`src/rtl/conway_pkg.sv`:
```
// Game of Life package: mode encoding, default grid size, cell index rule
`default_nettype none

package conway_pkg;

    // Level-controlled mode input, sampled every clock
    typedef enum logic [1:0] {
        mode_load   = 2'b00,  // Shift cells in, memory follows the input register
        mode_run    = 2'b01,  // One generation per clock
        mode_output = 2'b10,  // Shift the field out, top bit first
        mode_hold   = 2'b11   // Freeze all registers
    } mode_t;

    // Default grid size, used as top level parameter defaults
    localparam int grid_width_default  = 8;
    localparam int grid_height_default = 8;

    // The field is one flat vector of grid_width * grid_height bits.
    // Cell (row, col) sits at bit row * grid_width + col,
    // so row 0 col 0 is bit 0 and the last row holds the top bits.
    // Serial streams move the top bit first, in and out alike.

endpackage

`default_nettype wire

```
`src/rtl/serial_to_parallel.sv`:
```
// Input shift register assembling the serial cell stream into a field
`timescale 1ns/1ps
`default_nettype none

module serial_to_parallel #(
    parameter int grid_width  = conway_pkg::grid_width_default,   // Cells per row
    parameter int grid_height = conway_pkg::grid_height_default   // Rows in the grid
) (
    input  logic                              clk,
    input  logic                              rst_n,
    input  logic                              en,          // Load mode
    input  logic                              data_in,     // One cell per clock
    output logic [grid_width*grid_height-1:0] field,       // Assembled field so far
    output logic [grid_width*grid_height-1:0] field_next   // Value field takes next edge
);

    localparam int field_size = grid_width * grid_height;

    // New bit enters at bit 0, oldest bit drifts toward the top
    // After field_size shifts the first bit lands on the top bit
    assign field_next = {field[field_size-2:0], data_in};

    always_ff @(posedge clk) begin
        if (!rst_n) begin
            field <= '0;            // Empty field
        end else if (en) begin
            field <= field_next;    // Shift one cell in
        end
    end

endmodule

`default_nettype wire

```
`src/rtl/life_cell.sv`:
```
// Single cell rule: neighbour count with birth on three, survival on two or three
`timescale 1ns/1ps
`default_nettype none

module life_cell (
    input  logic       alive,        // Current state of this cell
    input  logic [7:0] neighbours,   // Eight surrounding cells, dead if off grid
    output logic       next_alive    // State for the next generation
);

    logic [3:0] live_count;  // 0 to 8 fits in four bits

    // Population count of the neighbourhood
    always_comb begin
        live_count = '0;
        for (int k = 0; k < 8; k++) begin
            live_count = live_count + {3'b000, neighbours[k]};
        end
    end

    // Conway rule B3/S23
    always_comb begin
        if (live_count == 4'd3) begin
            next_alive = 1'b1;              // Birth or survival on three
        end else if (live_count == 4'd2) begin
            next_alive = alive;             // Two only keeps a live cell alive
        end else begin
            next_alive = 1'b0;              // Loneliness or overcrowding
        end
    end

endmodule

`default_nettype wire

```
`src/rtl/cell_grid.sv`:
```
// Combinational next-generation grid of life_cell instances with dead edges
`timescale 1ns/1ps
`default_nettype none

module cell_grid #(
    parameter int grid_width  = conway_pkg::grid_width_default,   // Cells per row
    parameter int grid_height = conway_pkg::grid_height_default   // Rows in the grid
) (
    input  logic [grid_width*grid_height-1:0] state,       // Current generation
    output logic [grid_width*grid_height-1:0] next_state   // Next generation
);

    // Neighbour offsets, slot k of the neighbours vector
    // Slots 0..2 row above, 3..4 same row, 5..7 row below
    localparam int row_ofs [8] = '{-1, -1, -1,  0, 0,  1, 1, 1};
    localparam int col_ofs [8] = '{-1,  0,  1, -1, 1, -1, 0, 1};

    for (genvar r = 0; r < grid_height; r++) begin : g_row
        for (genvar c = 0; c < grid_width; c++) begin : g_col

            logic [7:0] nbr;  // Gathered neighbours of cell (r, c)

            for (genvar k = 0; k < 8; k++) begin : g_nbr
                localparam int nr = r + row_ofs[k];
                localparam int nc = c + col_ofs[k];

                // No wraparound, anything past an edge is dead
                if (nr >= 0 && nr < grid_height && nc >= 0 && nc < grid_width) begin : g_in
                    assign nbr[k] = state[nr*grid_width + nc];
                end else begin : g_out
                    assign nbr[k] = 1'b0;
                end
            end

            life_cell u_cell (
                .alive      (state[r*grid_width + c]),
                .neighbours (nbr),
                .next_alive (next_state[r*grid_width + c])
            );

        end
    end

endmodule

`default_nettype wire

```
`src/rtl/system_memory.sv`:
```
// Generation register selecting the loaded field or the computed next generation
`timescale 1ns/1ps
`default_nettype none

module system_memory #(
    parameter int grid_width  = conway_pkg::grid_width_default,   // Cells per row
    parameter int grid_height = conway_pkg::grid_height_default   // Rows in the grid
) (
    input  logic                              clk,
    input  logic                              rst_n,
    input  logic                              load_en,     // Follow the input register
    input  logic                              run_en,      // Advance one generation
    input  logic [grid_width*grid_height-1:0] load_field,  // From serial_to_parallel
    input  logic [grid_width*grid_height-1:0] grid_field,  // From cell_grid
    output logic [grid_width*grid_height-1:0] state        // Stored generation
);

    // Only one of the two enables is high at a time, load checked first anyway
    always_ff @(posedge clk) begin
        if (!rst_n) begin
            state <= '0;                // Dead field after reset
        end else if (load_en) begin
            state <= load_field;        // Track the field being shifted in
        end else if (run_en) begin
            state <= grid_field;        // Store next generation
        end
        // Output and hold keep the stored generation
    end

endmodule

`default_nettype wire

```
`src/rtl/parallel_to_serial.sv`:
```
// Output shift register mirroring memory, shifting out top bit first
`timescale 1ns/1ps
`default_nettype none

module parallel_to_serial #(
    parameter int grid_width  = conway_pkg::grid_width_default,   // Cells per row
    parameter int grid_height = conway_pkg::grid_height_default   // Rows in the grid
) (
    input  logic                              clk,
    input  logic                              rst_n,
    input  logic                              capture_en,  // Copy field_in
    input  logic                              shift_en,    // Move one cell out
    input  logic [grid_width*grid_height-1:0] field_in,    // Value memory takes this edge
    output logic                              data_out     // Serial cell stream
);

    localparam int field_size = grid_width * grid_height;

    logic [field_size-1:0] shreg;  // Field waiting to leave

    always_ff @(posedge clk) begin
        if (!rst_n) begin
            shreg <= '0;
        end else if (capture_en) begin
            shreg <= field_in;                          // Stay in step with memory
        end else if (shift_en) begin
            shreg <= {shreg[field_size-2:0], 1'b0};     // Next cell to the top, zero fill
        end
        // Hold keeps the position within a stream
    end

    // Top bit visible straight away, no extra register stage
    assign data_out = shreg[field_size-1];

endmodule

`default_nettype wire

```
`src/rtl/conway_8x8_serial.sv`:
```
// Top level Game of Life engine: mode decode, input, grid, memory and output blocks
`timescale 1ns/1ps
`default_nettype none

module conway_8x8_serial #(
    parameter int grid_width  = conway_pkg::grid_width_default,   // Cells per row
    parameter int grid_height = conway_pkg::grid_height_default   // Rows in the grid
) (
    input  logic              clk,       // System clock
    input  logic              rst_n,     // Synchronous reset, active low
    input  conway_pkg::mode_t mode,      // Load, run, output or hold
    input  logic              data_in,   // Serial cells in
    output logic              data_out   // Serial cells out
);

    import conway_pkg::*;

    localparam int field_size = grid_width * grid_height;

    logic                  load_en;        // mode_load
    logic                  run_en;         // mode_run
    logic                  output_en;      // mode_output
    logic                  capture_en;     // Output register follows memory
    logic [field_size-1:0] load_next;      // Input register after this edge
    logic [field_size-1:0] mem_state;      // Stored generation
    logic [field_size-1:0] next_state;     // Generation after mem_state
    logic [field_size-1:0] capture_field;  // What memory stores this edge

    // One-hot mode decode, hold raises no enable
    always_comb begin
        load_en   = 1'b0;
        run_en    = 1'b0;
        output_en = 1'b0;
        case (mode)
            mode_load:   load_en   = 1'b1;
            mode_run:    run_en    = 1'b1;
            mode_output: output_en = 1'b1;
            default:     ;                  // mode_hold
        endcase
    end

    assign capture_en = load_en | run_en;

    // Same selection as the memory, so both registers agree after load or run
    assign capture_field = load_en ? load_next : next_state;

    serial_to_parallel #(
        .grid_width  (grid_width),
        .grid_height (grid_height)
    ) u_input_shift (
        .clk        (clk),
        .rst_n      (rst_n),
        .en         (load_en),
        .data_in    (data_in),
        .field      (),             // Only the next value is needed here
        .field_next (load_next)
    );

    cell_grid #(
        .grid_width  (grid_width),
        .grid_height (grid_height)
    ) u_grid (
        .state      (mem_state),
        .next_state (next_state)
    );

    system_memory #(
        .grid_width  (grid_width),
        .grid_height (grid_height)
    ) u_memory (
        .clk        (clk),
        .rst_n      (rst_n),
        .load_en    (load_en),
        .run_en     (run_en),
        .load_field (load_next),    // Complete field on the last load edge
        .grid_field (next_state),
        .state      (mem_state)
    );

    parallel_to_serial #(
        .grid_width  (grid_width),
        .grid_height (grid_height)
    ) u_output_shift (
        .clk        (clk),
        .rst_n      (rst_n),
        .capture_en (capture_en),
        .shift_en   (output_en),
        .field_in   (capture_field),
        .data_out   (data_out)
    );

endmodule

`default_nettype wire

```
`config.mk`:
```
export PLATFORM = sky130hd
export DESIGN_NAME = conway_8x8_serial
export DESIGN_NICKNAME = d
export VERILOG_FILES = /design/src/rtl/conway_pkg.sv /design/src/rtl/serial_to_parallel.sv /design/src/rtl/life_cell.sv /design/src/rtl/cell_grid.sv /design/src/rtl/system_memory.sv /design/src/rtl/parallel_to_serial.sv /design/src/rtl/conway_8x8_serial.sv
export SDC_FILE = /design/constraint.sdc
export NUM_CORES = 1
export LEC_CHECK = 0
export CORE_ASPECT_RATIO = 0.75
export CORE_MARGIN = 2
export CORE_UTILIZATION = 62
export DETAILED_ROUTE_END_ITERATION = 16
export DONT_BUFFER_PORTS = 1
export PLACE_DENSITY_LB_ADDON = 0.08
export REMOVE_ABC_BUFFERS = 1
export SLEW_MARGIN = 20
export SYNTH_ARGS = -nofsm -noshare
export SYNTH_HDL_FRONTEND = slang
export SYNTH_SLANG_ARGS = --single-unit
```
`constraint.sdc`:
```
create_clock -name clk -period 9.17 [get_ports clk]
set_input_delay 0.917 -clock clk [delete_from_list [all_inputs] [get_ports clk]]
set_output_delay 0.917 -clock clk [all_outputs]
set_load 0.03 [all_outputs]
```
==> qor.yml, run 1 <==
status: "finished, final reports clean"
synthFlopType: "dfxtp_1"
synth_cell_types: 30
grt_pass1_wl_um: 58600
die_x_um: 183
yosysWarningCount: 0
cts.sinks: 191
fmax_mhz: 268
hold_path.class: "register to register"
endpoint_kind: "register"
routed_wl_um: 34800
switching_share: 0.267
worstSetupStartpointType: "register"
num_rows: 49
area_delta_synth_final_pct: 5.13
clock_skew_ps: 12.1
pwr-share-comb: 0.094
holdBufCountCts: 0
ys_ff_latch: 191
arrival_ps: 4090
power_density_nw_per_um2: 119
pwr-share-clk: 0.438
grt_max_degree: 157
period_share: 0.407
drive_gt1_frac: 0.0290
power_leakage_uw: 0.00709
vias: 11000
max_cap_viol_count: 0
cts_tree: "done"
grt_overflow: 0
grt_antenna_before_repair: 0
switching_power_uw: 496
clk_path_buf_depth: 2
ant_nets: 0
finalHoldViolCount: 0
grt_setup_unrepaired: "false"
postCtsResizedCells: 0
clk_latency_ps: 440
crit_fanout: 8
period_needed_ps: 3730
avgSynthCellArea_um2: 9.22
final_util: 0.659
route.detailed.drc: 0
power.internal_uw: 1370
die_area_um2: 25300
crit_start: "u_memory.state[34]"
fin_ws_ps: 5440
cts-root-buf: "clkbuf_16"
slew_headroom: 0.345
grtUsageTotal: 0.293
slew_viol_final: 0
cts.clk_slew.worst_paths_ps: 80
via_per_inst: 5.83
critPathKind: "register to register"
gp_congestion: 0.813
grt_pass1_vias: 11100
place_ws_ps: 5460
async_flop_share: 0
synth_edf_count: 0
setup_viol: 0
first_pass_iters: 6
core_area_um2: 23800
fp.dieH_um: 138
worstMarginPinSlew_ps: 982
post-place-cells: 1861
final_common_cell: "inv_1"
setup_total_negative_slack_ps: 0
holdCritStartpoint: "u_input_shift.field[48]"
wl_per_cell_um: 18.4
cts_setup_buffers: 0
layout_common_cells: "314 x inv_1, 196 x fa_1, 191 x dfxtp_1"
drt_iter0_drc: 1143
r2r_start: "u_memory.state[34]"
n_antenna_cell: 0
synth_cells: 1617
initial_core_util: 0.626
numCtsBuffers: 17
io_buffers: 0
power_frac_seq: 0.468
nFillCells: 2005
synth_area_um2: 14900
nets: 1910
fin_cells: 1893
ir_drop_mv: 0.113
synth.yosys.seq_area_share: 0.257
critPathRequiredTime_ps: 9530
hpwl_um: 23500
cts_max_level: 4
io_pins: 6
## routing by layer
| layer | share of wire | vias to the layer above | wire (um) | GRT usage |
|---|---|---|---|---|
| li1 | - | 5254 | - | - |
| met1 | 0.49 | 5428 | 17000 | 0.465 |
| met2 | 0.43 | 329 | 14800 | 0.425 |
| met3 | 0.078 | 24 | 2700 | 0.0527 |
| met4 | 0.0077 | 0 | 267 | 0.0505 |
| met5 | 0 | - | 0 | 0 |
## synthesized netlist by cell type, types with 4 or more instances
cell type / number / share of area
ha_1: 135 / 0.11
inv_1: 314 / 0.079
o21ai_0: 152 / 0.051
a211o_1: 61 / 0.036
buf_2: 13 / 0.0044
a21o_1: 26 / 0.013
nand2_1: 181 / 0.046
a31oi_1: 69 / 0.029
mux2i_1: 26 / 0.017
a211oi_1: 18 / 0.0091
nor4b_1: 4 / 0.0024
buf_4: 6 / 0.0030
a21oi_1: 126 / 0.042
dfxtp_1: 191 / 0.26
nand3b_1: 5 / 0.0025
clkbuf_1: 47 / 0.012
fa_1: 196 / 0.26
a2111oi_0: 5 / 0.0029
o21ai_1: 14 / 0.0047
nor2_1: 12 / 0.0030
## through the flow
step	area, um^2	total power (uW)	hold WS [ps]
2_1_floorplan	14600	1010	437
3_3_place_gp	15000	1060	442
3_5_place_dp	15000	1060	447
4_1_cts	15700	1870	458
5_1_grt	15700	1930	473
6_report	15700	1860	457
## kinds of logic (layout without fill, tap and decap cells)
group	after synthesis	count (layout)	share of synthesized area
DFF	191	191	0.257
muxes	26	26	0.0175
adders and majority gates	331	331	0.377
buffers and inverters	382	352	0.0988
AOI/OAI and AO/OA	479	479	0.194
and+or+nand+nor	208	208	0.0568
## path summary, 6_finish.rpt
kind	endpoint	slack (ps)	cells after the start
worst min register to register	u_input_shift.field[48]	460	2
worst max register to register	u_memory.state[42]	5440	10
worst max-delay path	u_memory.state[42]	5440	10
worst min-delay path	u_input_shift.field[48]	460	2
## worst max-delay path, cell delays in order, from the launching register on
cell     delay (ps)
dfxtp_1         320
inv_1           410
fa_1            540
fa_1            530
fa_1            560
inv_1            50
ha_1            220
fa_1            490
o21ai_0          90
a211o_1         270
a31oi_1         170
## state kept, by name, summed over array words and instances (netlist names)
name                  flops
u_memory.state           64
u_input_shift.field      63
u_output_shift.shreg     64
## power groups by stage
stage	clock network [uW]	registers (uW)	logic, uW
floorplan	0	882	128
CTS	822	871	176
detailed placement	0	890	174
finish	815	872	175
global route	856	874	204
global placement	0	889	169
## area by class of cell
class	count	area [um^2]	area share
Clock inverter	13	176	0.0113
Clock buffer	19	453	0.0289
Timing Repair Buffer	4	30.0	0.00192
Inverter	316	1190	0.0758
Multi-Input combinational cell	1044	9610	0.614
Tap cell	306	383	0.0244
Sequential cell	191	3820	0.244
Note: power is estimated with default switching activity, not from simulation.
==> run 2, diff against run 1 <==
Settings changed: ABC_AREA set to 1, CORE_UTILIZATION 62 to 60.
Clock period 9.17 ns to 3.09 ns, I/O delays scaled along.
==> run 2 against run 1 <==
The run now ends with negative hold slack, negative setup slack left. Flip-flop and latch count unchanged. Routed wire length increased by 23%. Non-clock buffer count increased by 178. Clock skew increased by 0.67 ps. Worst setup slack got worse by 5500 ps. Synthesized area increased by 10%. Worst hold slack got worse by 470 ps. Clock power increased to 2.8 times the previous value. Clock-buffer cell count decreased by 1. Combinational power increased by 66%.
==> qor.yml, run 2 <==
numCtsBuffers: 17  # unchanged
holdBufCountCts: 25  # +25
grt_pass1_wl_um: 71800  # +23%
endpoint_kind: "register"
ant_nets: 0  # unchanged
synthTopCellsByCount: "534 x nand2_1, 520 x inv_1, 198 x nand3_1"
ys_ff_latch: 191  # unchanged
first_pass_iters: 5  # -1
async_flop_share: 0  # unchanged
crit_path_top_delay_cell: "fa_1"
synthFlopType: "dfxtp_1"
worstSetupStartpointType: "register"
area_delta_synth_final_pct: 15.6
synth_area_um2: 16400  # +10%
status: "finished, violations left"
drive_gt1_frac: 0.158  # +0.129
drt_iter0_drc: 1155  # +1.0%
clk_path_buf_depth: 2  # unchanged
yosysTopAreaCell: "fa_1"
power_leakage_uw: 0.0101  # +42%
seqCellArea_um2: 3890  # +1.7%
synth.yosys.seq_area_share: 0.233  # -0.0235
ir_drop_mv: 0.365  # +220%
synth_cells: 2195  # +36%
cpPeakStageDelay_ps: 550  # about the same
num_rows: 52  # +6.1%
grt_max_degree: 130  # -17%
grt_setup_unrepaired: "true"
hpwl_um: 29300  # +24%
worstMarginPinSlew_ps: 769  # -213 ps
initial_core_util: 0.609  # -0.0176
yosysWarningCount: 0  # unchanged
final_common_cell: "nand2_1"
clock_skew_ps: 12.8  # +0.669 ps
period_share: 1.03  # +0.626
yosys.area.top_type_share: 0.239  # -0.0241
cts_tree: "done"
cp_top_family: "adder cells"
cp_cell_sequence: "inv_2 -> fa_1 -> fa_1 -> fa_1 -> inv_1 -> ha_2 -> fa_1 -> nand3_1 -> nor2_1 -> nand2_1 -> nand3_2 -> nand2_1 -> inv_1"
period_needed_ps: 3190  # -537 ps
die_area_um2: 28700  # +13%
fin_ws_ps: -102  # -5540 ps
synth_edf_count: 0  # unchanged
avgSynthCellArea_um2: 7.47  # -19%
power_density_nw_per_um2: 267  # +120%
io_pins: 6  # unchanged
n_antenna_cell: 0  # unchanged
critPathKind: "register to register"
routed_wl_um: 42700  # +23%
nets: 2662  # +39%
wl_per_cell_um: 15.9  # -13%
design_area_um2: 19000  # +21%
layout_common_cells: "532 x nand2_1, 466 x inv_1, 186 x fa_1"
grt_pass1_vias: 14200  # +28%
core_area_um2: 26900  # +13%
vias: 14000  # +27%
synth_cell_types: 26  # -13%
route.detailed.drc: 0  # unchanged
fp.dieH_um: 147  # +6.5%
grt_overflow: 0  # unchanged
cts.sinks: 191  # unchanged
setup_viol: 52  # +52
max_cap_viol_count: 0  # unchanged
arrival_ps: 3580  # -510 ps
nFillCells: 2223  # +11%
die_x_um: 195  # +6.5%
via_per_inst: 5.20  # -11%
io_buffers: 0  # unchanged
synth_area_leaders: "fa_1 24%, dfxtp_1 23%, nand2_1 12%"
slew_viol_final: 0  # unchanged
gp_congestion: 0.805  # -0.91%
fmax_mhz: 313  # +17%
crit_fanout: 3  # -5
crit_top_cell: "fa_1"
top_regs: "u_memory.state: 64 flops, u_output_shift.shreg: 64 flops, u_input_shift.field: 63 flops"
cts_max_level: 4  # unchanged
hold_path.class: "input port to register"
cts.clk_slew.worst_paths_ps: 70  # about the same
clk_latency_ps: 450  # about the same
multi_input_area_um2: 10600  # +9.8%
grt_antenna_before_repair: 0  # unchanged
grtUsageTotal: 0.316  # +0.0226
r2r_slack_ps: -100  # -5540 ps
yosysMostFrequentCell: "nand2_1"
slew_headroom: 0.487  # +0.142
timing.hold.ws_ps: -18.3  # -475 ps
cts-root-buf: "clkbuf_16"
crit_buf_inv: 3  # +1
violations: "negative hold slack, negative setup slack"
critPathRequiredTime_ps: 3480  # -6050 ps
final_util: 0.704  # +0.0454
finalHoldViolCount: 9  # +9
dpl_cell_area_um2: 17500  # +16%
-- run 2: cell types whose count changed in the layout (fill, tap and decap cells not counted), moves of 36 or more --
cell,change
inv_1,+152
nor2_1,+160
dfxtp_1,-36
a31oi_1,-68
buf_4,+151
o21ai_0,-83
a21oi_1,-50
nand2_1,+352
ha_1,-37
nand3_1,+181
a211o_1,-61
-- run 2: final timing paths --
kind	endpoint	depth (start not counted)	start
max reg2reg	u_output_shift.shreg[13]	13	u_memory.state[5]
max	u_output_shift.shreg[13]	13	u_memory.state[5]
min reg2reg	u_input_shift.field[30]	2	u_input_shift.field[30]
min	u_memory.state[46]	2	rst_n
-- run 2: worst reg2reg max path: stages (launching register included) --
cell and delay, ps:
dfxtp_2 340, inv_2 70, fa_1 550, fa_1 440, fa_1 500, inv_1 40
ha_2 170, fa_1 480, nand3_1 80, nor2_1 150, nand2_1 110, nand3_2 110
nand2_1 60, inv_1 40
-- run 2: logic make-up after synthesis --
family / count (synthesis) / share of synthesized area
simple gates: 927 / 0.235
buf+inv: 593 / 0.142
fa+ha+maj: 331 / 0.342
flops: 191 / 0.233
compound gates: 153 / 0.0478
-- run 2: repair_timing --
item | CTS | global route
setup buffers | 18 | 17
endpoints found under the setup margin | 72 | 76
pin swaps | 153 | 61
resized for setup | 140 | 55
cloned | 0 | 0
endpoints found under the hold margin | 62 | 18
-- run 2: through the flow --
stage / worst slack, ps / total power (uW) / cells / setup TNS [ps]
final: -102 / 5060 / 2689 / -2640
after global routing: -284 / 5210 / 2689 / -12500
after CTS: -98.2 / 5070 / 2676 / -2430
after detailed placement: -340 / 2860 / 2602 / -16640
after global placement: -289 / 2850 / 2602 / -13230
after floorplan: -593 / 2750 / 2125 / -50760
-- run 2: routing by layer --
layer / routed length, um / part of all wire / vias to the layer above / global-route usage
met5: 0 / 0 / - / 0
met4: 354 / 0.0083 / 0 / 0.0634
met3: 3310 / 0.078 / 30 / 0.0441
met2: 18700 / 0.44 / 473 / 0.486
met1: 20300 / 0.48 / 6633 / 0.477
li1: - / - / 6837 / -
-- run 2: final cells by class --
cell class	count	area share
clock inverters	13	0.00693
inverters	523	0.107
flip-flops and latches	191	0.205
multi-input cells	1411	0.557
well taps	351	0.0232
clock buffers	18	0.0232
repair buffers	182	0.0779
-- run 2: where the power goes --
group / switching, uW / internal, uW / total, uW / leakage, uW
clock network: 1100 / 1150 / 2250 / 0.000270
logic: 202 / 88.7 / 291 / 0.00821
registers: 24.2 / 2490 / 2520 / 0.00157
